**config.mk**
```make
export PLATFORM = sky130hd
export DESIGN_NAME = logo_display_top
export DESIGN_NICKNAME = d
export VERILOG_FILES = /design/src/vga_logo_pkg.sv /design/src/vga_sync.sv /design/src/glyph_sprite.sv /design/src/rgb_mux.sv /design/src/logo_display_top.sv
export SDC_FILE = /design/constraint.sdc
export NUM_CORES = 1
export LEC_CHECK = 0
export ABC_AREA = 1
export BUFFER_PORTS_ARGS = -buffer_cell sky130_fd_sc_hd__buf_2
export CAP_MARGIN = 20
export CORE_UTILIZATION = 46
export CTS_BUF_LIST = sky130_fd_sc_hd__clkbuf_8
export CTS_CLUSTER_SIZE = 14
export DETAILED_ROUTE_END_ITERATION = 8
export PLACE_DENSITY_LB_ADDON = 0.3
export SYNTH_ARGS = -nofsm -noshare
export SYNTH_HDL_FRONTEND = slang
export SYNTH_SLANG_ARGS = --single-unit
```
**constraint.sdc**
```tcl
create_clock -name clk -period 3.3 [get_ports clk]
set_input_delay 0.165 -clock clk [delete_from_list [all_inputs] [get_ports clk]]
set_output_delay 0.165 -clock clk [all_outputs]
set_load 0.1 [all_outputs]
```
**src/vga_logo_pkg.sv**
```systemverilog
package vga_logo_pkg;

   // ------------------------------
   // basic widths
   // ------------------------------

   // pixel coordinate, x and y alike
   typedef logic [9:0] coord_t;
   // one bit per colour: red, green, blue
   typedef logic [2:0] rgb_t;
   // digit selector, 0 to 9
   typedef logic [3:0] glyph_id_t;

   // ------------------------------
   // 640x480 screen timing
   // ------------------------------
   localparam int H_DISPLAY = 640;
   localparam int H_FRONT   = 16;
   localparam int H_SYNC    = 96;
   localparam int H_BACK    = 48;
   localparam int H_TOTAL   = H_DISPLAY + H_FRONT + H_SYNC + H_BACK;

   localparam int V_DISPLAY = 480;
   localparam int V_FRONT   = 10;
   localparam int V_SYNC    = 2;
   localparam int V_BACK    = 33;
   localparam int V_TOTAL   = V_DISPLAY + V_FRONT + V_SYNC + V_BACK;

   // glyph bitmap size
   localparam int GLYPH_W = 32;
   localparam int GLYPH_H = 16;

   // one bitmap row, bit 31 is the leftmost pixel
   typedef logic [GLYPH_W-1:0] glyph_row_t;

   // beam state from the sync unit
   typedef struct packed {
      coord_t pix_x;
      coord_t pix_y;
      logic   video_on;
      logic   hsync;
      logic   vsync;
      logic   refr_tick;
   } vga_timing_t;

   // sprite verdict for the current pixel
   typedef struct packed {
      logic on;
      rgb_t rgb;
   } sprite_hit_t;

endpackage

```
**src/vga_sync.sv**
```systemverilog
`timescale 1ns/1ps

module vga_sync
(
   input  logic                      clk,
   input  logic                      reset,
   output vga_logo_pkg::vga_timing_t beam
);

   import vga_logo_pkg::*;

   // ------------------------------
   // counter limits and sync windows
   // ------------------------------
   localparam coord_t H_LAST       = coord_t'(H_TOTAL - 1);
   localparam coord_t V_LAST       = coord_t'(V_TOTAL - 1);
   localparam coord_t H_VISIBLE    = coord_t'(H_DISPLAY);
   localparam coord_t V_VISIBLE    = coord_t'(V_DISPLAY);

   // hsync low over pixels 656 to 751
   localparam coord_t H_SYNC_FIRST = coord_t'(H_DISPLAY + H_FRONT);
   localparam coord_t H_SYNC_LAST  = coord_t'(H_DISPLAY + H_FRONT + H_SYNC - 1);

   // vsync low over lines 490 and 491
   localparam coord_t V_SYNC_FIRST = coord_t'(V_DISPLAY + V_FRONT);
   localparam coord_t V_SYNC_LAST  = coord_t'(V_DISPLAY + V_FRONT + V_SYNC - 1);

   coord_t h_cnt;
   coord_t v_cnt;
   logic   h_end;
   logic   v_end;

   // end of line, end of frame
   assign h_end = (h_cnt == H_LAST);
   assign v_end = (v_cnt == V_LAST);

   // ------------------------------
   // pixel counter, one step per clock
   // ------------------------------
   always_ff @(posedge clk or posedge reset)
   begin
      if (reset)
      begin
         h_cnt <= '0;
      end
      else if (h_end)
      begin
         h_cnt <= '0;
      end
      else
      begin
         h_cnt <= h_cnt + 10'd1;
      end
   end

   // line counter, steps at end of each line
   always_ff @(posedge clk or posedge reset)
   begin
      if (reset)
      begin
         v_cnt <= '0;
      end
      else if (h_end)
      begin
         if (v_end)
         begin
            v_cnt <= '0;
         end
         else
         begin
            v_cnt <= v_cnt + 10'd1;
         end
      end
   end

   // ------------------------------
   // beam state, same cycle as counters
   // ------------------------------
   always_comb
   begin
      beam.pix_x     = h_cnt;
      beam.pix_y     = v_cnt;
      beam.video_on  = (h_cnt < H_VISIBLE) && (v_cnt < V_VISIBLE);
      // syncs are active low
      beam.hsync     = ~((h_cnt >= H_SYNC_FIRST) && (h_cnt <= H_SYNC_LAST));
      beam.vsync     = ~((v_cnt >= V_SYNC_FIRST) && (v_cnt <= V_SYNC_LAST));
      // first pixel of vertical blanking
      beam.refr_tick = (h_cnt == '0) && (v_cnt == V_VISIBLE);
   end

endmodule

```
**src/glyph_sprite.sv**
```systemverilog
`timescale 1ns/1ps

module glyph_sprite
#(
   parameter vga_logo_pkg::glyph_id_t GLYPH   = 4'd8,
   parameter vga_logo_pkg::coord_t    X_START = 10'd300,
   parameter vga_logo_pkg::coord_t    Y_START = 10'd10,
   parameter vga_logo_pkg::rgb_t      COLOUR  = 3'b101
)
(
   input  logic                      clk,
   input  logic                      reset,
   input  logic                      freeze,
   input  vga_logo_pkg::vga_timing_t beam,
   output vga_logo_pkg::sprite_hit_t hit
);

   import vga_logo_pkg::*;

   localparam int ROW_W = $clog2(GLYPH_H);
   localparam int COL_W = $clog2(GLYPH_W);

   // top-left corner limits, 608 and 464
   localparam coord_t X_MAX = coord_t'(H_DISPLAY - GLYPH_W);
   localparam coord_t Y_MAX = coord_t'(V_DISPLAY - GLYPH_H);

   // position and direction of one axis, dir 1 counts up
   typedef struct packed {
      logic   dir;
      coord_t pos;
   } axis_t;

   // ------------------------------
   // glyph ROM
   // ------------------------------

   // segment mask a..g in bits 6..0
   function automatic logic [6:0] seg_lookup(input glyph_id_t id);
      logic [6:0] seg;
      case (id)
         4'd0:    seg = 7'b1111110;
         4'd1:    seg = 7'b0110000;
         4'd2:    seg = 7'b1101101;
         4'd3:    seg = 7'b1111001;
         4'd4:    seg = 7'b0110011;
         4'd5:    seg = 7'b1011011;
         4'd6:    seg = 7'b1011111;
         4'd7:    seg = 7'b1110000;
         4'd8:    seg = 7'b1111111;
         4'd9:    seg = 7'b1111011;
         default: seg = 7'b0000000;
      endcase
      return seg;
   endfunction

   localparam logic [6:0] SEG = seg_lookup(GLYPH);

   // outline pieces, three pixel strokes
   localparam glyph_row_t ROW_CAP   = glyph_row_t'(32'h3FF) << 11;
   localparam glyph_row_t ROW_WIDE  = glyph_row_t'(32'hFFF) << 10;
   localparam glyph_row_t ROW_LEFT  = glyph_row_t'(32'h7) << 19;
   localparam glyph_row_t ROW_RIGHT = glyph_row_t'(32'h7) << 10;

   // upper half uses f and b, lower half e and c
   localparam glyph_row_t ROW_UPPER = (SEG[1] ? ROW_LEFT : '0) | (SEG[5] ? ROW_RIGHT : '0);
   localparam glyph_row_t ROW_LOWER = (SEG[2] ? ROW_LEFT : '0) | (SEG[4] ? ROW_RIGHT : '0);

   logic [ROW_W-1:0] rom_addr;
   logic [COL_W-1:0] rom_col;
   glyph_row_t       rom_data;

   always_comb
   begin
      case (rom_addr)
         // top bar, rounded by the wide row under it
         4'd0:    rom_data = SEG[6] ? ROW_CAP : '0;
         4'd1:    rom_data = SEG[6] ? ROW_WIDE : ROW_UPPER;
         // middle bar is two rows thick
         4'd7:    rom_data = SEG[0] ? ROW_CAP : ROW_UPPER;
         4'd8:    rom_data = SEG[0] ? ROW_CAP : ROW_LOWER;
         // bottom bar
         4'd14:   rom_data = SEG[3] ? ROW_WIDE : ROW_LOWER;
         4'd15:   rom_data = SEG[3] ? ROW_CAP : '0;
         default: rom_data = (rom_addr < 4'd7) ? ROW_UPPER : ROW_LOWER;
      endcase
   end

   // ------------------------------
   // motion with edge bounce
   // ------------------------------
   function automatic axis_t bounce(input axis_t cur, input coord_t lim);
      axis_t nxt;
      nxt = cur;
      if (cur.dir)
      begin
         // past the far edge, turn back
         nxt.dir = (cur.pos < lim);
         nxt.pos = (cur.pos < lim) ? cur.pos + 10'd1 : cur.pos - 10'd1;
      end
      else
      begin
         nxt.dir = (cur.pos == '0);
         nxt.pos = (cur.pos == '0) ? 10'd1 : cur.pos - 10'd1;
      end
      return nxt;
   endfunction

   axis_t x_axis;
   axis_t y_axis;

   // new position takes effect next frame
   always_ff @(posedge clk or posedge reset)
   begin
      if (reset)
      begin
         x_axis <= '{dir: 1'b1, pos: X_START};
         y_axis <= '{dir: 1'b1, pos: Y_START};
      end
      else if (beam.refr_tick && !freeze)
      begin
         x_axis <= bounce(x_axis, X_MAX);
         y_axis <= bounce(y_axis, Y_MAX);
      end
   end

   // ------------------------------
   // pixel hit test
   // ------------------------------
   coord_t dx;
   coord_t dy;
   logic   in_box;

   assign dx     = beam.pix_x - x_axis.pos;
   assign dy     = beam.pix_y - y_axis.pos;
   assign in_box = (beam.pix_x >= x_axis.pos) && (dx < coord_t'(GLYPH_W)) &&
                   (beam.pix_y >= y_axis.pos) && (dy < coord_t'(GLYPH_H));

   // bit 31 on the left edge of the box
   assign rom_addr = dy[ROW_W-1:0];
   assign rom_col  = COL_W'(GLYPH_W - 1) - dx[COL_W-1:0];

   always_comb
   begin
      hit.on  = in_box && rom_data[rom_col];
      hit.rgb = COLOUR;
   end

endmodule

```
**src/rgb_mux.sv**
```systemverilog
`timescale 1ns/1ps

module rgb_mux
#(
   parameter vga_logo_pkg::rgb_t BG_COLOUR = 3'b001
)
(
   input  logic                      clk,
   input  logic                      reset,
   input  vga_logo_pkg::vga_timing_t beam,
   input  vga_logo_pkg::sprite_hit_t hit_a,
   input  vga_logo_pkg::sprite_hit_t hit_b,
   output logic                      hsync,
   output logic                      vsync,
   output logic                      frame_tick,
   output vga_logo_pkg::rgb_t        rgb
);

   import vga_logo_pkg::*;

   rgb_t rgb_next;

   // ------------------------------
   // colour select
   // ------------------------------
   always_comb
   begin
      if (!beam.video_on)
      begin
         // blanking interval is black
         rgb_next = '0;
      end
      else if (hit_a.on)
      begin
         // sprite a sits in front
         rgb_next = hit_a.rgb;
      end
      else if (hit_b.on)
      begin
         rgb_next = hit_b.rgb;
      end
      else
      begin
         rgb_next = BG_COLOUR;
      end
   end

   // ------------------------------
   // output register
   // ------------------------------
   // colour, syncs and tick leave together, one cycle behind the counters
   always_ff @(posedge clk or posedge reset)
   begin
      if (reset)
      begin
         rgb        <= '0;
         hsync      <= 1'b1;
         vsync      <= 1'b1;
         frame_tick <= 1'b0;
      end
      else
      begin
         rgb        <= rgb_next;
         hsync      <= beam.hsync;
         vsync      <= beam.vsync;
         frame_tick <= beam.refr_tick;
      end
   end

endmodule

```
**src/logo_display_top.sv**
```systemverilog
`timescale 1ns/1ps

module logo_display_top
#(
   // front sprite, digit 8
   parameter vga_logo_pkg::coord_t EIGHT_X_START = 10'd300,
   parameter vga_logo_pkg::coord_t EIGHT_Y_START = 10'd10,
   parameter vga_logo_pkg::rgb_t   EIGHT_COLOUR  = 3'b101,
   // rear sprite, digit 0
   parameter vga_logo_pkg::coord_t ZERO_X_START  = 10'd100,
   parameter vga_logo_pkg::coord_t ZERO_Y_START  = 10'd200,
   parameter vga_logo_pkg::rgb_t   ZERO_COLOUR   = 3'b011,
   parameter vga_logo_pkg::rgb_t   BG_COLOUR     = 3'b001
)
(
   input  logic               clk,
   input  logic               reset,
   input  logic               freeze,
   output logic               hsync,
   output logic               vsync,
   output logic               frame_tick,
   output vga_logo_pkg::rgb_t rgb
);

   import vga_logo_pkg::*;

   vga_timing_t beam;
   sprite_hit_t hit_a;
   sprite_hit_t hit_b;

   // beam position and syncs
   vga_sync sync_unit
   (
      .clk   (clk),
      .reset (reset),
      .beam  (beam)
   );

   // ------------------------------
   // sprites, a wins on overlap
   // ------------------------------
   glyph_sprite
   #(
      .GLYPH   (4'd8),
      .X_START (EIGHT_X_START),
      .Y_START (EIGHT_Y_START),
      .COLOUR  (EIGHT_COLOUR)
   )
   digit_eight
   (
      .clk    (clk),
      .reset  (reset),
      .freeze (freeze),
      .beam   (beam),
      .hit    (hit_a)
   );

   glyph_sprite
   #(
      .GLYPH   (4'd0),
      .X_START (ZERO_X_START),
      .Y_START (ZERO_Y_START),
      .COLOUR  (ZERO_COLOUR)
   )
   digit_zero
   (
      .clk    (clk),
      .reset  (reset),
      .freeze (freeze),
      .beam   (beam),
      .hit    (hit_b)
   );

   // priority, blanking and output register
   rgb_mux
   #(
      .BG_COLOUR (BG_COLOUR)
   )
   mux
   (
      .clk        (clk),
      .reset      (reset),
      .beam       (beam),
      .hit_a      (hit_a),
      .hit_b      (hit_b),
      .hsync      (hsync),
      .vsync      (vsync),
      .frame_tick (frame_tick),
      .rgb        (rgb)
   );

endmodule

```
# --- After elaboration in Yosys (flattened, before gate mapping) ---
# Index checks and enable logic that the tools add are counted.
totals:
  regBits: 70
  input_bits: 3
  out_inout_bits: 6
op_classes:
  addsub: 16
  bitwise_logic: 2
  reduce_logical: 25
  mux: 23
  order_cmp: 20
  eq_ne: 11
op_table:
  columns: ["cell", "n"]
  rows:
  - ["10-bit two-way mux", 10]
  - ["22-bit case mux with 2 select lines", 2]
  - ["10-bit by 1-bit adder with 10-bit output, second input constant", 6]
  - ["10-bit zero test", 5]
  - ["11-bit two-way mux", 4]
  - ["10-bit >= comparator", 4]
  - ["10-bit by 1-bit subtractor with 10-bit output, second input constant", 4]
  - ["10-bit subtractor", 4]
  - ["10-bit < comparator, second input constant", 3]
  - ["10-bit by 9-bit < comparator with 1-bit output, second input constant", 3]
  - ["10-bit equality test, second input constant", 2]
  - ["4-bit equality test, second input constant", 5]
  - ["10-bit by 5-bit < comparator with 1-bit output, second input constant", 2]
  - ["10-bit by 6-bit < comparator with 1-bit output, second input constant", 2]
  - ["1-bit logical AND", 13]
  - ["5-bit by 6-bit < comparator with 1-bit output, second input constant", 2]
  - ["1-bit binary-select mux with 5-bit select", 2]
  - ["10-bit by 9-bit equality test with 1-bit output, second input constant", 1]
  - ["10-bit >= comparator, second input constant", 1]
  - ["10-bit by 9-bit >= comparator with 1-bit output, second input constant", 1]
  - ["10-bit less-or-equal comparator, second input constant", 1]
  - ["10-bit by 9-bit less-or-equal comparator with 1-bit output, second input constant", 1]
  - ["5-bit subtractor, first input constant", 2]
  - ["4-bit by 1-bit equality test with 1-bit output, second input constant", 2]
  - ["other kinds (9)", 15]

# --- Depth between registers and ports, before layout ---
logic_depth:
  depth_word: 10
  mapped_depth: 17
  mapped_depth_nobuf: 17

# --- Modules after synthesis ---
# A second synthesis with hierarchy kept.
hier_totals:
  cells_unflattened: 1111
  area_unflattened_um2: 7189.4
by_module_without_submodules:
  columns: ["module", "area_each_um2", "cells_each", "instances"]
  rows:
  - ["glyph_sprite (digit_zero)", 2907.8, 468, 1]
  - ["glyph_sprite (digit_eight)", 2856.5, 459, 1]
  - ["vga_sync", 1217.4, 165, 1]
  - ["rgb_mux", 207.7, 19, 1]

# --- Least setup slack after synthesis ---
# No wires, ideal clock.
synth_path:
  kind: "register -> register"
  startpoint: "reg sync_unit.v_cnt[0]"
  endpoint: "reg mux.rgb[1]"
  period_less_slack_ns: 2.255
  arrival_time_ns: 2.138
  n_path_buf: 0
  path_slack_ns: 1.045
  required_ns: 3.183
  setup_time_ns: 0.117
  stages_incl_launch_ff: 17
  cell_sequence: "dfrtp_1 > inv_1 > ha_1 > inv_1 > fa_1 > inv_1 > nand2_1 > nand2_1 > nand2_1 > o21ai_0 > nand2_1 > a21oi_1 > nand2_1 > a21boi_0 > nand3_1 > nor2_1 > nor2_1"
synth_via:
  elab_chain_cells: 10
  word_cells_on_any_way: 37
synth_rtl:
  columns: ["item", "line_no", "source"]
  rows:
  - ["from (decl)", "vga_sync.sv:29", "coord_t v_cnt;"]
  - ["from (signal assigned)", "vga_sync.sv:71", "v_cnt <= v_cnt + 10'd1;"]
  - ["10-bit subtractor", "glyph_sprite.sv:134", "assign dy = beam.pix_y - y_axis.pos;"]
  - ["4-bit equality test, or another cell as far along", "glyph_sprite.sv:74", "case (rom_addr)"]
  - ["2-bit OR reduction (no source line)", null, null]
  - ["22-bit case mux with 2 select lines", "glyph_sprite.sv:74", null]
  - ["1-bit binary-select mux with 5-bit select", "glyph_sprite.sv:144", "hit.on = in_box && rom_data[rom_col];"]
  - ["1-bit two-way mux (implied by the code)", "glyph_sprite.sv:144", null]
  - ["1-bit logical AND", "glyph_sprite.sv:144", null]
  - ["2-bit two-way mux", "rgb_mux.sv:38", "else if (hit_b.on)"]
  - ["3-bit two-way mux", "rgb_mux.sv:33", "else if (hit_a.on)"]
  - ["3-bit two-way mux *", "rgb_mux.sv:28", "if (!beam.video_on)"]
  - ["via mux.rgb_next[1]", "rgb_mux.sv:21", "rgb_t rgb_next;"]
  - ["to (signal assigned)", "rgb_mux.sv:63", "rgb <= rgb_next;"]
  - ["to (decl)", "rgb_mux.sv:16", "output vga_logo_pkg::rgb_t rgb"]
# The timed path passes the listed nets; every way through them passes the cells marked *. The select of a mux whose other input is x is not followed.
# A chain may end at the register's enable or synchronous reset.

# --- Final worst setup path ---
# Same ends and word-level chain as after synthesis.

==> results_dict.tcl <==
set metrics [dict create \
    outcome "finished, final reports clean" \
    final_common_cell "nand2_1" \
    min_path_type "input pin to flip-flop" \
    yosysWarnings 0 \
    clk_pin_slew_ps 90 \
    cts_buffers 9 \
    power_mw 1.65 \
    worstPathRequired_ps 3570 \
    cts-root-buf "clkbuf_8" \
    drt-total-wl_um 16700 \
    setup_tns_ps 0 \
    power_frac_comb_pct 2.5 \
    core_mm2 0.0140 \
    track_usage_pct 23.5 \
    worst-setup-path-type "flip-flop to flip-flop" \
    clock.fmax_mhz 377 \
    cts.sinks 70 \
    htreeDepth 3 \
    dpl.hpwl_um 13300 \
    syn_avg_cell_area_um2 6.61 \
    synth_cells 1015 \
    postCtsSetupBuffers 0 \
    grt_setup_unrepaired "no" \
    chipWidth_um 123 \
    grt_overflow 0 \
    critPathCaptureType "flip-flop" \
    synthFlopType "dfrtp_1" \
    seq_power_share_pct 52.1 \
    grt_pass1_wl_um 27500 \
    syn_nets 1075 \
    grt_pass1_vias 5779 \
    path_max_fanout 7 \
    clkLatencyLatePin_ps 380 \
    drv_slew 0 \
    synth-edff-count 0 \
    yosysUniqueCellTypes 52 \
    grt_max_degree 32 \
    synth.cell_area_mm2 0.00671 \
    ant_nets 0 \
    hold_viol 0 \
    drtIter0Drc 542 \
    fp-row-count 43 \
    seq_area_mm2 0.00177 \
    post-route-period-util_pct 80.5 \
    die_y_um 123 \
    wl_per_cell_um 13.7 \
    switching_share_pct 25.7 \
    powerDensity_mw_per_mm2 231 \
    p_leak_nw 3.83 \
    ys_ff_latch 70 \
    async_reset_ff_share_pct 100 \
    r2r_slack_ps 640 \
    p_sw_uw 426 \
    dr.pass1.iters 8 \
    area_delta_synth_final_pct 6.94 \
    final_cell_mix "227 x nand2_1, 171 x inv_1, 114 x nor2_1" \
    place_area_mm2 0.00696 \
    fin_area_mm2 0.00717 \
    num_vias 6494 \
    dieArea_mm2 0.0151 \
    setup_viol 0 \
    drv_cap 0 \
    post-route-drc-count 0 \
    start_util_pct 47.8 \
    antenna_found_initial 0 \
    place_congestion 0.891 \
    synth-seq-area-share_pct 26.4 \
    slew_headroom_pct 44.8 \
    routed_via_density 5.34 \
    layout.nets 1091 \
    drive_gt1_share_pct 6.95 \
    clock_power_share_pct 45.3 \
    cp.arrival_ps 2920 \
    antenna_cells 0 \
    max-clock-path-buffers 2 \
    vdd.ir_drop.worst_mv 0.176 \
    pin_count 9 \
    tritoncts "done" \
    start_kind "flip-flop" \
    nFillCells 1391 \
    period_minus_slack_ps 2660 \
    multi_input_area_mm2 0.00422 \
    intPower_mw 1.23 \
    io_buffers 8 \
    worst_pin_slew_ps 824 \
    fin_skew_ps 14.7 \
]
## cell type report
cell class	instances	area share (%)
multi-input combinational	760	58.9
sequential	70	24.7
inverter	176	9.21
tap	180	3.14
clock buffer	9	1.73
timing repair buffer	14	1.22
clock inverter	7	1.12
## kinds of logic after synthesis
kind of cell	share of synthesized area (%)
and+or+nand+nor	36.0
buffers and inverters	10.6
AOI/OAI and AO/OA	11.5
DFF	26.4
adders and majority gates	11.1
xor gates and xnor gates	4.31
muxes	0.149
## what timing repair did
action | CTS | global route
resized for setup | 0 | 0
hold endpoints to repair | 10 | 0
hold buffers | 1 | 0
## stage by stage
step | hold WS (ps) | instances | worst slack [ps] | util [%]
3_3_place_gp | 180 | 1199 | 778 | 49.6
6_report | 227 | 1216 | 644 | 51.1
4_1_cts | 204 | 1216 | 644 | 51.1
5_1_grt | 253 | 1216 | 366 | 51.1
2_1_floorplan | 365 | 1015 | 1050 | -
3_5_place_dp | 182 | 1199 | 683 | 49.6
## worst paths after layout
path / cells after the start / from / endpoint
max reg2reg: 16 / sync_unit.v_cnt[0]$_DFFE_PP0N_ / mux.rgb[1]$_DFF_PP0_
max: 16 / sync_unit.v_cnt[0]$_DFFE_PP0N_ / mux.rgb[1]$_DFF_PP0_
max in group asynchronous: 4 / reset / digit_zero.y_axis[10]$_DFFE_PP1P_
min in group asynchronous: 3 / reset / digit_eight.x_axis[0]$_DFFE_PP0P_
min: 3 / freeze / digit_zero.y_axis[9]$_DFFE_PP0P_
min reg2reg: 1 / sync_unit.h_cnt[0]$_DFF_PP0_ / sync_unit.h_cnt[0]$_DFF_PP0_
## metal layers
layer | track usage, % | wire, µm | vias up
li1 | - | - | 3369
met1 | 33.1 | 8350 | 2908
met2 | 35.5 | 6980 | 186
met3 | 3.81 | 819 | 31
met4 | 9.83 | 523 | 0
met5 | 0 | 0 | -
## sequential cells by signal, summed over array words and instances, names as in the netlist
name	cells
sync_unit.v_cnt	10
mux.hsync	1
mux.frame_tick	1
digit_eight.y_axis	11
sync_unit.h_cnt	10
mux.rgb	3
mux.vsync	1
digit_zero.x_axis	11
digit_eight.x_axis	11
digit_zero.y_axis	11
## worst max-delay path, stage by stage (launching register included)
cell and delay [ps]:
dfrtp_1 420, inv_1 210, ha_1 180, inv_1 70, fa_1 440, inv_1 110, nand2_1 70, nand2_1 90
nand2_1 50, o21ai_0 100, nand2_1 90, a21oi_1 150, nand2_1 60, a21boi_0 210, nand3_1 130, nor2_1 120
nor2_1 50
## power groups by stage
stage	logic (mW)	registers (mW)	clock network, mW
after global routing	0.0493	0.863	0.802
after detailed placement	0.0419	0.878	0
after floorplan	0.0286	0.878	0
final	0.0414	0.862	0.750
after CTS	0.0429	0.862	0.770
after global placement	0.0417	0.878	0
## synthesized netlist by cell type (18+ instances only)
| cell | n | area [µm²] |
|---|---|---|
| o21ai_0 | 47 | 235 |
| inv_1 | 172 | 646 |
| a21oi_1 | 46 | 230 |
| nor2_1 | 114 | 428 |
| nor3_1 | 40 | 200 |
| dfrtp_1 | 52 | 1300 |
| nand3_1 | 86 | 430 |
| xor2_1 | 28 | 245 |
| dfstp_2 | 18 | 473 |
| nand4_1 | 29 | 181 |
| nand2_1 | 227 | 852 |
| ha_1 | 53 | 663 |
No activity file was read; power rests on OpenSTA's default activity.
